==> src/design/cpu_pkg.sv <==
package cpu_pkg;

  typedef logic [15:0] word_t;
  typedef logic [3:0]  reg_sel_t;
  typedef logic [2:0]  step_t;
  typedef logic [3:0]  flags_t;  // {ovf, carry, neg, zero}

  typedef enum logic [3:0] {
    ALU_ADD  = 4'd0,
    ALU_SUB  = 4'd1,
    ALU_AND  = 4'd2,
    ALU_OR   = 4'd3,
    ALU_XOR  = 4'd4,
    ALU_SHL  = 4'd5,
    ALU_SHR  = 4'd6,
    ALU_PASS = 4'd7
  } alu_op_t;

  typedef enum logic [3:0] {
    OP_SYS  = 4'd0,
    OP_LLI  = 4'd1,
    OP_LUI  = 4'd2,
    OP_MEM  = 4'd3,
    OP_ALU0 = 4'd4,
    OP_ALU1 = 4'd5,
    OP_ALU2 = 4'd6,
    OP_ALU3 = 4'd7,
    OP_JAL  = 4'd8,
    OP_BR   = 4'd9,
    OP_STK  = 4'd10
  } opcode_t;

  localparam reg_sel_t REG_PC  = 4'd1;
  localparam reg_sel_t REG_SP  = 4'd2;
  localparam reg_sel_t REG_BA  = 4'd3;  // Branch target
  localparam reg_sel_t REG_RA  = 4'd4;  // Return address
  localparam reg_sel_t REG_RES = 4'd15;  // Scratch for microcode

  localparam step_t LAST_STEP = 3'd6;

endpackage
==> src/design/cpu_ctrl_if.sv <==
interface cpu_ctrl_if;

  cpu_pkg::alu_op_t  alu_op;
  cpu_pkg::reg_sel_t src_sel;
  cpu_pkg::reg_sel_t dst_sel;
  logic              reg_out_en;
  logic              alu_out_en;
  logic              mem_out_en;
  logic              ctl_out_en;
  cpu_pkg::word_t    ctl_data;  // Immediate driven with ctl_out_en
  logic              mem_addr_en;
  logic              mem_in_en;
  logic              reg_in_en;
  logic              reg_lo_en;
  logic              reg_up_en;
  logic              dsp_in_en;
  logic              reg_pc_inc;
  logic              reg_sp_inc;
  logic              reg_sp_dec;

  modport ctrl (
    output alu_op, src_sel, dst_sel,
    output reg_out_en, alu_out_en, mem_out_en, ctl_out_en, ctl_data,
    output mem_addr_en, mem_in_en, reg_in_en, reg_lo_en, reg_up_en, dsp_in_en,
    output reg_pc_inc, reg_sp_inc, reg_sp_dec
  );

  modport dp (
    input alu_op, src_sel, dst_sel,
    input reg_out_en, alu_out_en, mem_out_en, ctl_out_en, ctl_data,
    input mem_addr_en, mem_in_en, reg_in_en, reg_lo_en, reg_up_en, dsp_in_en,
    input reg_pc_inc, reg_sp_inc, reg_sp_dec
  );

endinterface

==> src/design/cpu_top.sv <==
module cpu_top #(
  parameter int MEM_WORDS = 256
) (
  input  logic           clk,
  input  logic           rst_n,
  input  logic           load_en,
  input  cpu_pkg::word_t load_addr,
  input  cpu_pkg::word_t load_data,
  output logic           out_valid,
  output cpu_pkg::word_t out_data,
  output logic           halted
);

  cpu_ctrl_if ctl_if ();

  cpu_pkg::word_t  bus;
  cpu_pkg::word_t  reg_bus;
  cpu_pkg::word_t  opnd_a;
  cpu_pkg::word_t  alu_result;
  cpu_pkg::word_t  mem_data;
  cpu_pkg::flags_t flags;

  controller ctrl_i (
    .clk    (clk),
    .rst_n  (rst_n),
    .bus    (bus),
    .flags  (flags),
    .ctl    (ctl_if),
    .halted (halted)
  );

  reg_file #(.MEM_WORDS(MEM_WORDS)) regs_i (
    .clk     (clk),
    .rst_n   (rst_n),
    .bus     (bus),
    .ctl     (ctl_if),
    .reg_bus (reg_bus),
    .opnd_a  (opnd_a)
  );

  // Second operand is reg[src_sel] straight from the register file
  alu alu_i (
    .clk    (clk),
    .rst_n  (rst_n),
    .ctl    (ctl_if),
    .opnd_a (opnd_a),
    .opnd_b (reg_bus),
    .result (alu_result),
    .flags  (flags)
  );

  memory #(.MEM_WORDS(MEM_WORDS)) mem_i (
    .clk       (clk),
    .rst_n     (rst_n),
    .ctl       (ctl_if),
    .bus       (bus),
    .load_en   (load_en),
    .load_addr (load_addr),
    .load_data (load_data),
    .rd_data   (mem_data)
  );

  always_comb begin
    bus = '0;  // Idle bus reads as zero
    if (ctl_if.reg_out_en) begin
      bus = reg_bus;
    end else if (ctl_if.alu_out_en) begin
      bus = alu_result;
    end else if (ctl_if.mem_out_en) begin
      bus = mem_data;
    end else if (ctl_if.ctl_out_en) begin
      bus = ctl_if.ctl_data;
    end
  end

  assign out_valid = ctl_if.dsp_in_en;
  assign out_data  = bus;

  one_bus_driver: assert property (@(posedge clk) disable iff (!rst_n)
    $onehot0({ctl_if.reg_out_en, ctl_if.alu_out_en, ctl_if.mem_out_en, ctl_if.ctl_out_en}));

endmodule

==> src/design/memory.sv <==
module memory #(
  parameter int MEM_WORDS = 256
) (
  input  logic           clk,
  input  logic           rst_n,
  cpu_ctrl_if.dp         ctl,
  input  cpu_pkg::word_t bus,
  input  logic           load_en,
  input  cpu_pkg::word_t load_addr,
  input  cpu_pkg::word_t load_data,
  output cpu_pkg::word_t rd_data
);

  localparam int AW = $clog2(MEM_WORDS);

  cpu_pkg::word_t mem [MEM_WORDS];
  logic [AW-1:0]  addr_q;

  always_ff @(posedge clk) begin
    if (ctl.mem_addr_en) begin
      addr_q <= AW'(bus % MEM_WORDS);
    end
  end

  always_ff @(posedge clk) begin
    if (load_en) begin
      mem[AW'(load_addr % MEM_WORDS)] <= load_data;  // Program load
    end else if (ctl.mem_in_en) begin
      mem[addr_q] <= bus;
    end
  end

  assign rd_data = mem[addr_q];

  load_in_reset: assert property (@(posedge clk) load_en |-> !rst_n);

endmodule

==> src/design/alu.sv <==
module alu (
  input  logic            clk,
  input  logic            rst_n,
  cpu_ctrl_if.dp          ctl,
  input  cpu_pkg::word_t  opnd_a,
  input  cpu_pkg::word_t  opnd_b,
  output cpu_pkg::word_t  result,
  output cpu_pkg::flags_t flags
);

  logic [16:0] wide;  // Bit 16 is carry or borrow
  logic        ovf;

  always_comb begin
    wide = {1'b0, opnd_b};
    ovf  = 1'b0;
    case (ctl.alu_op)
      cpu_pkg::ALU_ADD: begin
        wide = {1'b0, opnd_a} + {1'b0, opnd_b};
        ovf  = (opnd_a[15] == opnd_b[15]) && (wide[15] != opnd_a[15]);
      end
      cpu_pkg::ALU_SUB: begin
        wide = {1'b0, opnd_a} - {1'b0, opnd_b};
        ovf  = (opnd_a[15] != opnd_b[15]) && (wide[15] != opnd_a[15]);
      end
      cpu_pkg::ALU_AND: wide = {1'b0, opnd_a & opnd_b};
      cpu_pkg::ALU_OR:  wide = {1'b0, opnd_a | opnd_b};
      cpu_pkg::ALU_XOR: wide = {1'b0, opnd_a ^ opnd_b};
      cpu_pkg::ALU_SHL: wide = {opnd_a, 1'b0};
      cpu_pkg::ALU_SHR: wide = {opnd_a[0], 1'b0, opnd_a[15:1]};  // Shifted-out bit to carry
      default: begin
      end
    endcase
  end

  assign result = wide[15:0];

  always_ff @(posedge clk) begin
    if (!rst_n) begin
      flags <= '0;
    end else if (ctl.alu_out_en) begin
      flags <= {ovf, wide[16], wide[15], wide[15:0] == 16'h0000};
    end
  end

endmodule

==> src/design/reg_file.sv <==
module reg_file #(
  parameter int MEM_WORDS = 256
) (
  input  logic           clk,
  input  logic           rst_n,
  input  cpu_pkg::word_t bus,
  cpu_ctrl_if.dp         ctl,
  output cpu_pkg::word_t reg_bus,
  output cpu_pkg::word_t opnd_a
);

  cpu_pkg::word_t regs [16];

  always_ff @(posedge clk) begin
    if (!rst_n) begin
      regs[cpu_pkg::REG_PC] <= '0;
      regs[cpu_pkg::REG_SP] <= cpu_pkg::word_t'(MEM_WORDS - 1);  // Top of memory
    end else begin
      if (ctl.reg_in_en) begin
        regs[ctl.dst_sel] <= bus;
      end
      if (ctl.reg_lo_en) begin
        regs[ctl.dst_sel][7:0] <= bus[7:0];
      end
      if (ctl.reg_up_en) begin
        regs[ctl.dst_sel][15:8] <= bus[7:0];  // LUI byte arrives in bus low half
      end
      if (ctl.reg_pc_inc) begin
        regs[cpu_pkg::REG_PC] <= regs[cpu_pkg::REG_PC] + 16'd1;
      end
      if (ctl.reg_sp_inc) begin
        regs[cpu_pkg::REG_SP] <= regs[cpu_pkg::REG_SP] + 16'd1;
      end else if (ctl.reg_sp_dec) begin
        regs[cpu_pkg::REG_SP] <= regs[cpu_pkg::REG_SP] - 16'd1;
      end
    end
  end

  assign reg_bus = regs[ctl.src_sel];
  assign opnd_a  = regs[ctl.dst_sel];

  sp_one_way: assert property (@(posedge clk) disable iff (!rst_n)
    !(ctl.reg_sp_inc && ctl.reg_sp_dec));

endmodule

==> src/design/controller.sv <==
module controller (
  input  logic            clk,
  input  logic            rst_n,
  input  cpu_pkg::word_t  bus,
  input  cpu_pkg::flags_t flags,
  cpu_ctrl_if.ctrl        ctl,
  output logic            halted
);

  typedef enum logic {
    ST_RUN,
    ST_HALT
  } state_t;

  state_t            state_q;
  cpu_pkg::step_t    step_q;
  cpu_pkg::word_t    ir_q;
  cpu_pkg::opcode_t  opcode;
  logic [3:0]        funct;
  cpu_pkg::reg_sel_t dst;
  cpu_pkg::reg_sel_t src;
  logic              imm;
  logic              ind;
  logic              br_taken;
  logic              halt_set;

  assign opcode = cpu_pkg::opcode_t'(ir_q[15:12]);
  assign funct  = ir_q[11:8];
  assign dst    = ir_q[7:4];
  assign src    = ir_q[3:0];
  assign imm    = ir_q[9];
  assign ind    = ir_q[8];

  // Even funct branches on a set flag, odd on a clear one
  assign br_taken = !funct[3] && (flags[funct[2:1]] != funct[0]);
  assign halted   = (state_q == ST_HALT);

  always_ff @(posedge clk) begin
    if (!rst_n) begin
      state_q <= ST_RUN;
      step_q  <= '0;
    end else if (state_q == ST_RUN) begin
      step_q <= (step_q == cpu_pkg::LAST_STEP) ? '0 : step_q + 3'd1;
      if (halt_set) begin
        state_q <= ST_HALT;  // Step freezes at 4
      end
    end
  end

  always_ff @(posedge clk) begin
    if (step_q == 3'd2) begin
      ir_q <= bus;
    end
  end

  always_comb begin
    ctl.alu_op      = cpu_pkg::ALU_ADD;
    ctl.src_sel     = src;
    ctl.dst_sel     = dst;
    ctl.reg_out_en  = 1'b0;
    ctl.alu_out_en  = 1'b0;
    ctl.mem_out_en  = 1'b0;
    ctl.ctl_out_en  = 1'b0;
    ctl.ctl_data    = '0;
    ctl.mem_addr_en = 1'b0;
    ctl.mem_in_en   = 1'b0;
    ctl.reg_in_en   = 1'b0;
    ctl.reg_lo_en   = 1'b0;
    ctl.reg_up_en   = 1'b0;
    ctl.dsp_in_en   = 1'b0;
    ctl.reg_pc_inc  = 1'b0;
    ctl.reg_sp_inc  = 1'b0;
    ctl.reg_sp_dec  = 1'b0;
    halt_set        = 1'b0;

    case (step_q)
      3'd0: begin
        ctl.src_sel     = cpu_pkg::REG_PC;
        ctl.reg_out_en  = 1'b1;
        ctl.mem_addr_en = 1'b1;
      end
      3'd1: begin
        ctl.mem_out_en = 1'b1;
        ctl.reg_pc_inc = 1'b1;
      end
      3'd2: begin
        ctl.mem_out_en = 1'b1;  // IR captures here
      end
      default: begin
        case (opcode)
          cpu_pkg::OP_SYS: begin
            if (funct == 4'h2 || funct == 4'h3) begin  // OUT, funct 3 is indirect
              ctl.src_sel = dst;
              if (!ind) begin
                ctl.reg_out_en = (step_q == 3'd3);
                ctl.dsp_in_en  = (step_q == 3'd3);
              end else if (step_q == 3'd3) begin
                ctl.reg_out_en  = 1'b1;
                ctl.mem_addr_en = 1'b1;
              end else if (step_q == 3'd4) begin
                ctl.mem_out_en = 1'b1;
                ctl.dsp_in_en  = 1'b1;
              end
            end
            halt_set = (funct == 4'hf) && (step_q == 3'd3);
          end
          cpu_pkg::OP_LLI, cpu_pkg::OP_LUI: begin
            ctl.dst_sel  = funct;
            ctl.ctl_data = {8'h00, ir_q[7:0]};
            if (step_q == 3'd3) begin
              ctl.ctl_out_en = 1'b1;
              ctl.reg_lo_en  = (opcode == cpu_pkg::OP_LLI);
              ctl.reg_up_en  = (opcode == cpu_pkg::OP_LUI);
            end
          end
          cpu_pkg::OP_MEM: begin
            case (funct)
              4'h0: begin  // LD
                ctl.reg_out_en = (step_q == 3'd3);
                ctl.reg_in_en  = (step_q == 3'd3);
              end
              4'h1: begin  // ST, moves dst into src
                ctl.src_sel    = dst;
                ctl.dst_sel    = src;
                ctl.reg_out_en = (step_q == 3'd3);
                ctl.reg_in_en  = (step_q == 3'd3);
              end
              4'h2: begin  // LD*
                ctl.reg_out_en  = (step_q == 3'd3);
                ctl.mem_addr_en = (step_q == 3'd3);
                ctl.mem_out_en  = (step_q == 3'd4);
                ctl.reg_in_en   = (step_q == 3'd4);
              end
              4'h3: begin  // ST*
                if (step_q == 3'd4) begin
                  ctl.src_sel = dst;
                end
                ctl.reg_out_en  = (step_q == 3'd3) || (step_q == 3'd4);
                ctl.mem_addr_en = (step_q == 3'd3);
                ctl.mem_in_en   = (step_q == 3'd4);
              end
              default: begin
              end
            endcase
          end
          cpu_pkg::OP_ALU0, cpu_pkg::OP_ALU1, cpu_pkg::OP_ALU2, cpu_pkg::OP_ALU3: begin
            ctl.alu_op   = cpu_pkg::alu_op_t'(ir_q[13:10]);
            ctl.ctl_data = {12'h000, src};
            if (imm) begin
              if (step_q == 3'd3) begin
                ctl.dst_sel    = cpu_pkg::REG_RES;
                ctl.ctl_out_en = 1'b1;
                ctl.reg_in_en  = 1'b1;
              end else if (step_q == 3'd4) begin
                ctl.src_sel    = cpu_pkg::REG_RES;
                ctl.alu_out_en = 1'b1;
                ctl.reg_in_en  = 1'b1;
              end
            end else if (ind) begin
              if (step_q == 3'd3) begin
                ctl.reg_out_en  = 1'b1;
                ctl.mem_addr_en = 1'b1;
              end else if (step_q == 3'd4) begin
                ctl.dst_sel    = cpu_pkg::REG_RES;
                ctl.mem_out_en = 1'b1;
                ctl.reg_in_en  = 1'b1;
              end else if (step_q == 3'd5) begin
                ctl.src_sel    = cpu_pkg::REG_RES;
                ctl.alu_out_en = 1'b1;
                ctl.reg_in_en  = 1'b1;
              end
            end else begin
              ctl.alu_out_en = (step_q == 3'd3);
              ctl.reg_in_en  = (step_q == 3'd3);
            end
          end
          cpu_pkg::OP_JAL: begin
            ctl.ctl_data  = {8'h00, ir_q[7:0]};
            ctl.reg_in_en = 1'b1;
            case (step_q)
              3'd3: begin
                ctl.src_sel    = cpu_pkg::REG_PC;
                ctl.dst_sel    = cpu_pkg::REG_RA;
                ctl.reg_out_en = 1'b1;
              end
              3'd4: begin
                ctl.dst_sel    = cpu_pkg::REG_RES;
                ctl.ctl_out_en = 1'b1;  // Offset into RES
              end
              3'd5: begin
                ctl.src_sel    = funct;
                ctl.dst_sel    = cpu_pkg::REG_RES;
                ctl.alu_out_en = 1'b1;  // RES + reg[funct]
              end
              default: begin
                ctl.src_sel    = cpu_pkg::REG_RES;
                ctl.dst_sel    = cpu_pkg::REG_PC;
                ctl.reg_out_en = 1'b1;
              end
            endcase
          end
          cpu_pkg::OP_BR: begin
            if (step_q == 3'd3) begin
              ctl.alu_op     = cpu_pkg::ALU_SUB;
              ctl.alu_out_en = 1'b1;  // Flags only, nothing sinks the bus
            end else if (step_q == 3'd4 && br_taken) begin
              ctl.src_sel    = cpu_pkg::REG_BA;
              ctl.dst_sel    = cpu_pkg::REG_PC;
              ctl.reg_out_en = 1'b1;
              ctl.reg_in_en  = 1'b1;
            end
          end
          cpu_pkg::OP_STK: begin
            if (funct == 4'h0) begin  // PUSH
              ctl.src_sel     = (step_q == 3'd3) ? cpu_pkg::REG_SP : dst;
              ctl.reg_out_en  = (step_q == 3'd3) || (step_q == 3'd4);
              ctl.mem_addr_en = (step_q == 3'd3);
              ctl.mem_in_en   = (step_q == 3'd4);
              ctl.reg_sp_dec  = (step_q == 3'd5);
            end else if (funct == 4'h1) begin  // POP
              ctl.src_sel     = cpu_pkg::REG_SP;
              ctl.reg_sp_inc  = (step_q == 3'd3);
              ctl.reg_out_en  = (step_q == 3'd4);
              ctl.mem_addr_en = (step_q == 3'd4);
              ctl.mem_out_en  = (step_q == 3'd5);
              ctl.reg_in_en   = (step_q == 3'd5);
            end
          end
          default: begin
          end
        endcase
      end
    endcase
  end

  step_in_range: assert property (@(posedge clk) disable iff (!rst_n)
    step_q <= cpu_pkg::LAST_STEP);

endmodule

==> config.mk <==
export PLATFORM = sky130hd
export DESIGN_NAME = cpu_top
export DESIGN_NICKNAME = d
export VERILOG_FILES = /design/src/design/cpu_pkg.sv /design/src/design/cpu_ctrl_if.sv /design/src/design/cpu_top.sv /design/src/design/memory.sv /design/src/design/alu.sv /design/src/design/reg_file.sv /design/src/design/controller.sv
export SDC_FILE = /design/constraint.sdc
export NUM_CORES = 2
export LEC_CHECK = 0
export BUFFER_PORTS_ARGS = -buffer_cell sky130_fd_sc_hd__buf_2
export CORE_UTILIZATION = 25
export CTS_CLUSTER_DIAMETER = 150
export DETAILED_ROUTE_END_ITERATION = 8
export PLACE_DENSITY = 0.42
export SLEW_MARGIN = 20
export SYNTH_ARGS = -nofsm -noshare
export SYNTH_HDL_FRONTEND = slang
export SYNTH_MEMORY_MAX_BITS = 65536
export SYNTH_SLANG_ARGS = --single-unit
==> constraint.sdc <==
create_clock -name clk -period 34.5 [get_ports clk]
set_input_delay 5.175 -clock clk [delete_from_list [all_inputs] [get_ports clk]]
set_output_delay 5.175 -clock clk [all_outputs]
set_load 0.01 [all_outputs]
==> summary.md <==
| Metric | Value |
|---|---|
| Status | `finished, final reports clean` |
| Xor and xnor fraction of the mapped netlist area | `0.00212` |
| Max FO, Critical Path | `37` |
| CTS root buffer | `clkbuf_16` |
| Fin crit period | `15,770 ps` |
| Multi-input logic area | `44,800 sq um` |
| Worst-skew pair later-pin latency | `1050 ps` |
| Core area | `709,000 sq um` |
| Nets | `8,917` |
| Post-synth top area share | `0.738` |
| Number of CTS-inserted buffers | `473` |
| Fill cells | `between 60,000 and 70,000` |
| Die height | `between 800 and 900 microns` |
| Max-cap viol count | `0` |
| Most numerous cell in the Yosys netlist | `edfxtp_1` |
| Adder-cell share of the synthesized area | `0.00388` |
| DP Wirelength | `336,000 microns` |
| Die Wd | `846 microns` |
| # rows | `309` |
| I/O Buffers | `44` |
| Distinct cells, synth | `104` |
| Ys Warns | `0` |
| Grt total ovfl | `0` |
| Asr flop ratio synth | `0` |
| Synthesized area per cell | `21.3 sq um` |
| Post-Synth Simple-Gate Area | `0.0275` |
| Layout cells sized above 1 | `0.318` |
| Total chip power | `16.0 mW` |
| CP Data Arrival Time | `approximately 11,000 ps` |
| First-pass GRT wire length | `762,000 microns` |
| Sum Neg Setup Slack | `0 ps` |
| HP Class | `register to register` |
| Reg area | `roughly 130,000 sq um` |
| Final WL | `about 550,000 microns` |
| Initial antenna violation count | `42` |
| Sequential-to-total area share from yosys stat | `0.740` |
| 1st-iter DRT viols | `9,290` |
| Worst-path clk slew | `70 ps` |
| First-pass DRT Iterations | `6` |
| Max Fclk | `63.4 MHz` |
| Worst Clk Skew | `92.3 ps` |
| Mux share of post-synthesis cell area | `0.185` |
| CTS-repair resized insts | `0` |
| Setup bufs post-CTS | `0` |
| Post-synthesis register bit count | `around 4,400` |
| Synth Instances | `8,364` |
| Post-synthesis compound-gate area fraction | `0.0276` |
| I/O pin total | `between 50 and 60` |
| CTS Buffer Depth | `4` |
| Post-synth EDFFs | `4,376` |
| Top cell types by occurrence after synthesis | `edfxtp_1 (4,376), mux4_2 (1,386), nor2_1 (410)` |
| Fin crit share | `0.457` |
| Clock sinks | `4,392` |
| Max Slew Vio Count | `0` |
| Relative slew slack | `0.157` |
| WS Path Type | `register to primary output` |
| DRC viols | `0` |
| Area delta synth->final | `17.0%` |
| Pleak | `~64 nW` |
| Flop-to-flop setup slack | `roughly 23,000 ps` |
| Worst Max-Slew Pin Slew | `1230 ps` |
| WP data required | `29,320 ps` |
| RSZ-0062 raised after global routing | `false` |
| Full die area | `approximately 720,000 sq um` |
| H-tree Lvls | `5` |
| Vias in the first global route | `92,695` |
| Final hold vios | `0` |
| Final RePlAce weighted congestion | `roughly 0.87` |
| CP startpoint kind | `register` |
| Worst setup EP type | `primary output` |
| Syn nets | `8,453` |
| DR WL/cell | `29.3 microns` |
| Routed Antenna Nets | `0` |
| Largest family of logic cells by synthesized area | `multiplexers` |
| Ys flop type | `edfxtp_1` |
| Starting density of the core | `0.251` |
| # setup viols final | `0` |
| Mapped cell area | `approximately 180,000 sq um` |
| Total track usage | `0.149` |
| CTS Hold Buffers Added | `0` |
| Largest net degree at the start of global routing | `209` |
| PD cells | `between 70 and 80 nW/um^2` |
| Peak VDD IR | `56.3 uV` |
| Routed vias | `89,876` |
| CTS tree | `done` |
| Largest area contributor in the netlist | `edfxtp_1` |
| Vias per cell | `4.80` |
| Synth area leaders | `edfxtp_1 (74%), mux4_2 (18%), nor2_1 (0.86%)` |
==> per-stage QoR <==
stage	util	hold WS, ps	std cells	worst slack, ps	area, sq um
after floorplan	-	429	8364	15760	178000
after CTS	0.293	465	18712	18840	208000
final	0.294	467	18738	18730	208000
after global routing	0.294	480	18721	18200	208000
after global placement	0.272	456	17833	20040	192000
after detailed placement	0.272	457	17833	20000	193000
==> report_power, final <==
group	leakage [nW]	switching, mW	internal [mW]
registers	39.6	0.0880	5.90
logic	16.6	2.93	2.05
clock network	7.52	2.15	2.92
==> final cells by class <==
class / count / share of cell area
diodes: 21 / 0.000252
clock buffers: 562 / 0.0592
clock inverters: 317 / 0.0149
inverters: 78 / 0.00141
multi-input cells: 3374 / 0.215
flip-flops and latches: 4392 / 0.633
well taps: 9485 / 0.0570
repair buffers: 509 / 0.0192
==> sequential cells by signal, indices dropped and copies added, names as in the netlist, named ones only <==
| register | flops |
|---|---|
| alu_i.flags | 4 |
| ctrl_i.halted | 1 |
| ctrl_i.ir_q | 16 |
| ctrl_i.step_q | 3 |
| mem_i.addr_q | 8 |
| mem_i.mem | 4096 |
| regs_i.regs | 256 |
==> logic make-up after synthesis <==
group	Yosys count
multiplexers	1550
adder cells (fa/ha/maj)	54
flip-flops	4392
AO/OA/AOI/OAI	678
XOR/XNOR	43
AND/OR/NAND/NOR	1049
buffers and inverters	598
==> critical path: stages, from the launching register on <==
cell and delay [ps]:
dfxtp_1 670, inv_1 150, ha_1 240, buf_4 240
nor4b_2 690, a32o_1 460, a211oi_4 140, a31o_2 300
nand2_2 450, buf_4 590, a211oi_1 160, o31ai_1 920
o21ai_0 410, inv_1 170, ha_1 280, inv_1 140
a221oi_1 540, o311ai_0 350, a31oi_1 420, o21ai_0 200
a221o_1 350, nor3_1 280, xnor2_1 160, o221ai_1 160
a211oi_1 290, a21o_1 410, inv_1 130, buf_2 170
==> worst paths after layout <==
check | start | endpoint | cells past startpoint
worst max-delay path | ctrl_i.step_q[2]$_SDFFE_PN0N_ | out_data[15] | 27
worst min-delay path | alu_i.flags[3]$_SDFFE_PN0P_ | alu_i.flags[3]$_SDFFE_PN0P_ | 2
worst max register to register | ctrl_i.step_q[2]$_SDFFE_PN0N_ | mem_i.mem[198][15]$_DFFE_PP_ | 28
worst min register to register | alu_i.flags[3]$_SDFFE_PN0P_ | alu_i.flags[3]$_SDFFE_PN0P_ | 2
==> cell usage in the layout (no fill, tap or decap), types with 88 or more instances in the layout <==
cell type,n
edfxtp_1,4376
o21ai_0,88
buf_4,443
mux2i_1,137
clkbuf_16,480
mux4_2,1386
nor2_1,186
nand2_1,219
clkinv_2,97
a21oi_1,103
nor2_2,200
clkinv_1,124
==> per-layer routing <==
| metal | share of wire | GRT usage | vias up |
|---|---|---|---|
| met1 | 0.44 | 0.209 | 49611 |
| met5 | 0.000026 | 0 | - |
| met2 | 0.47 | 0.243 | 2966 |
| met4 | 0.025 | 0.0362 | 2 |
| met3 | 0.059 | 0.0248 | 728 |
| li1 | - | - | 36569 |
(Power assumes the default switching activity.)
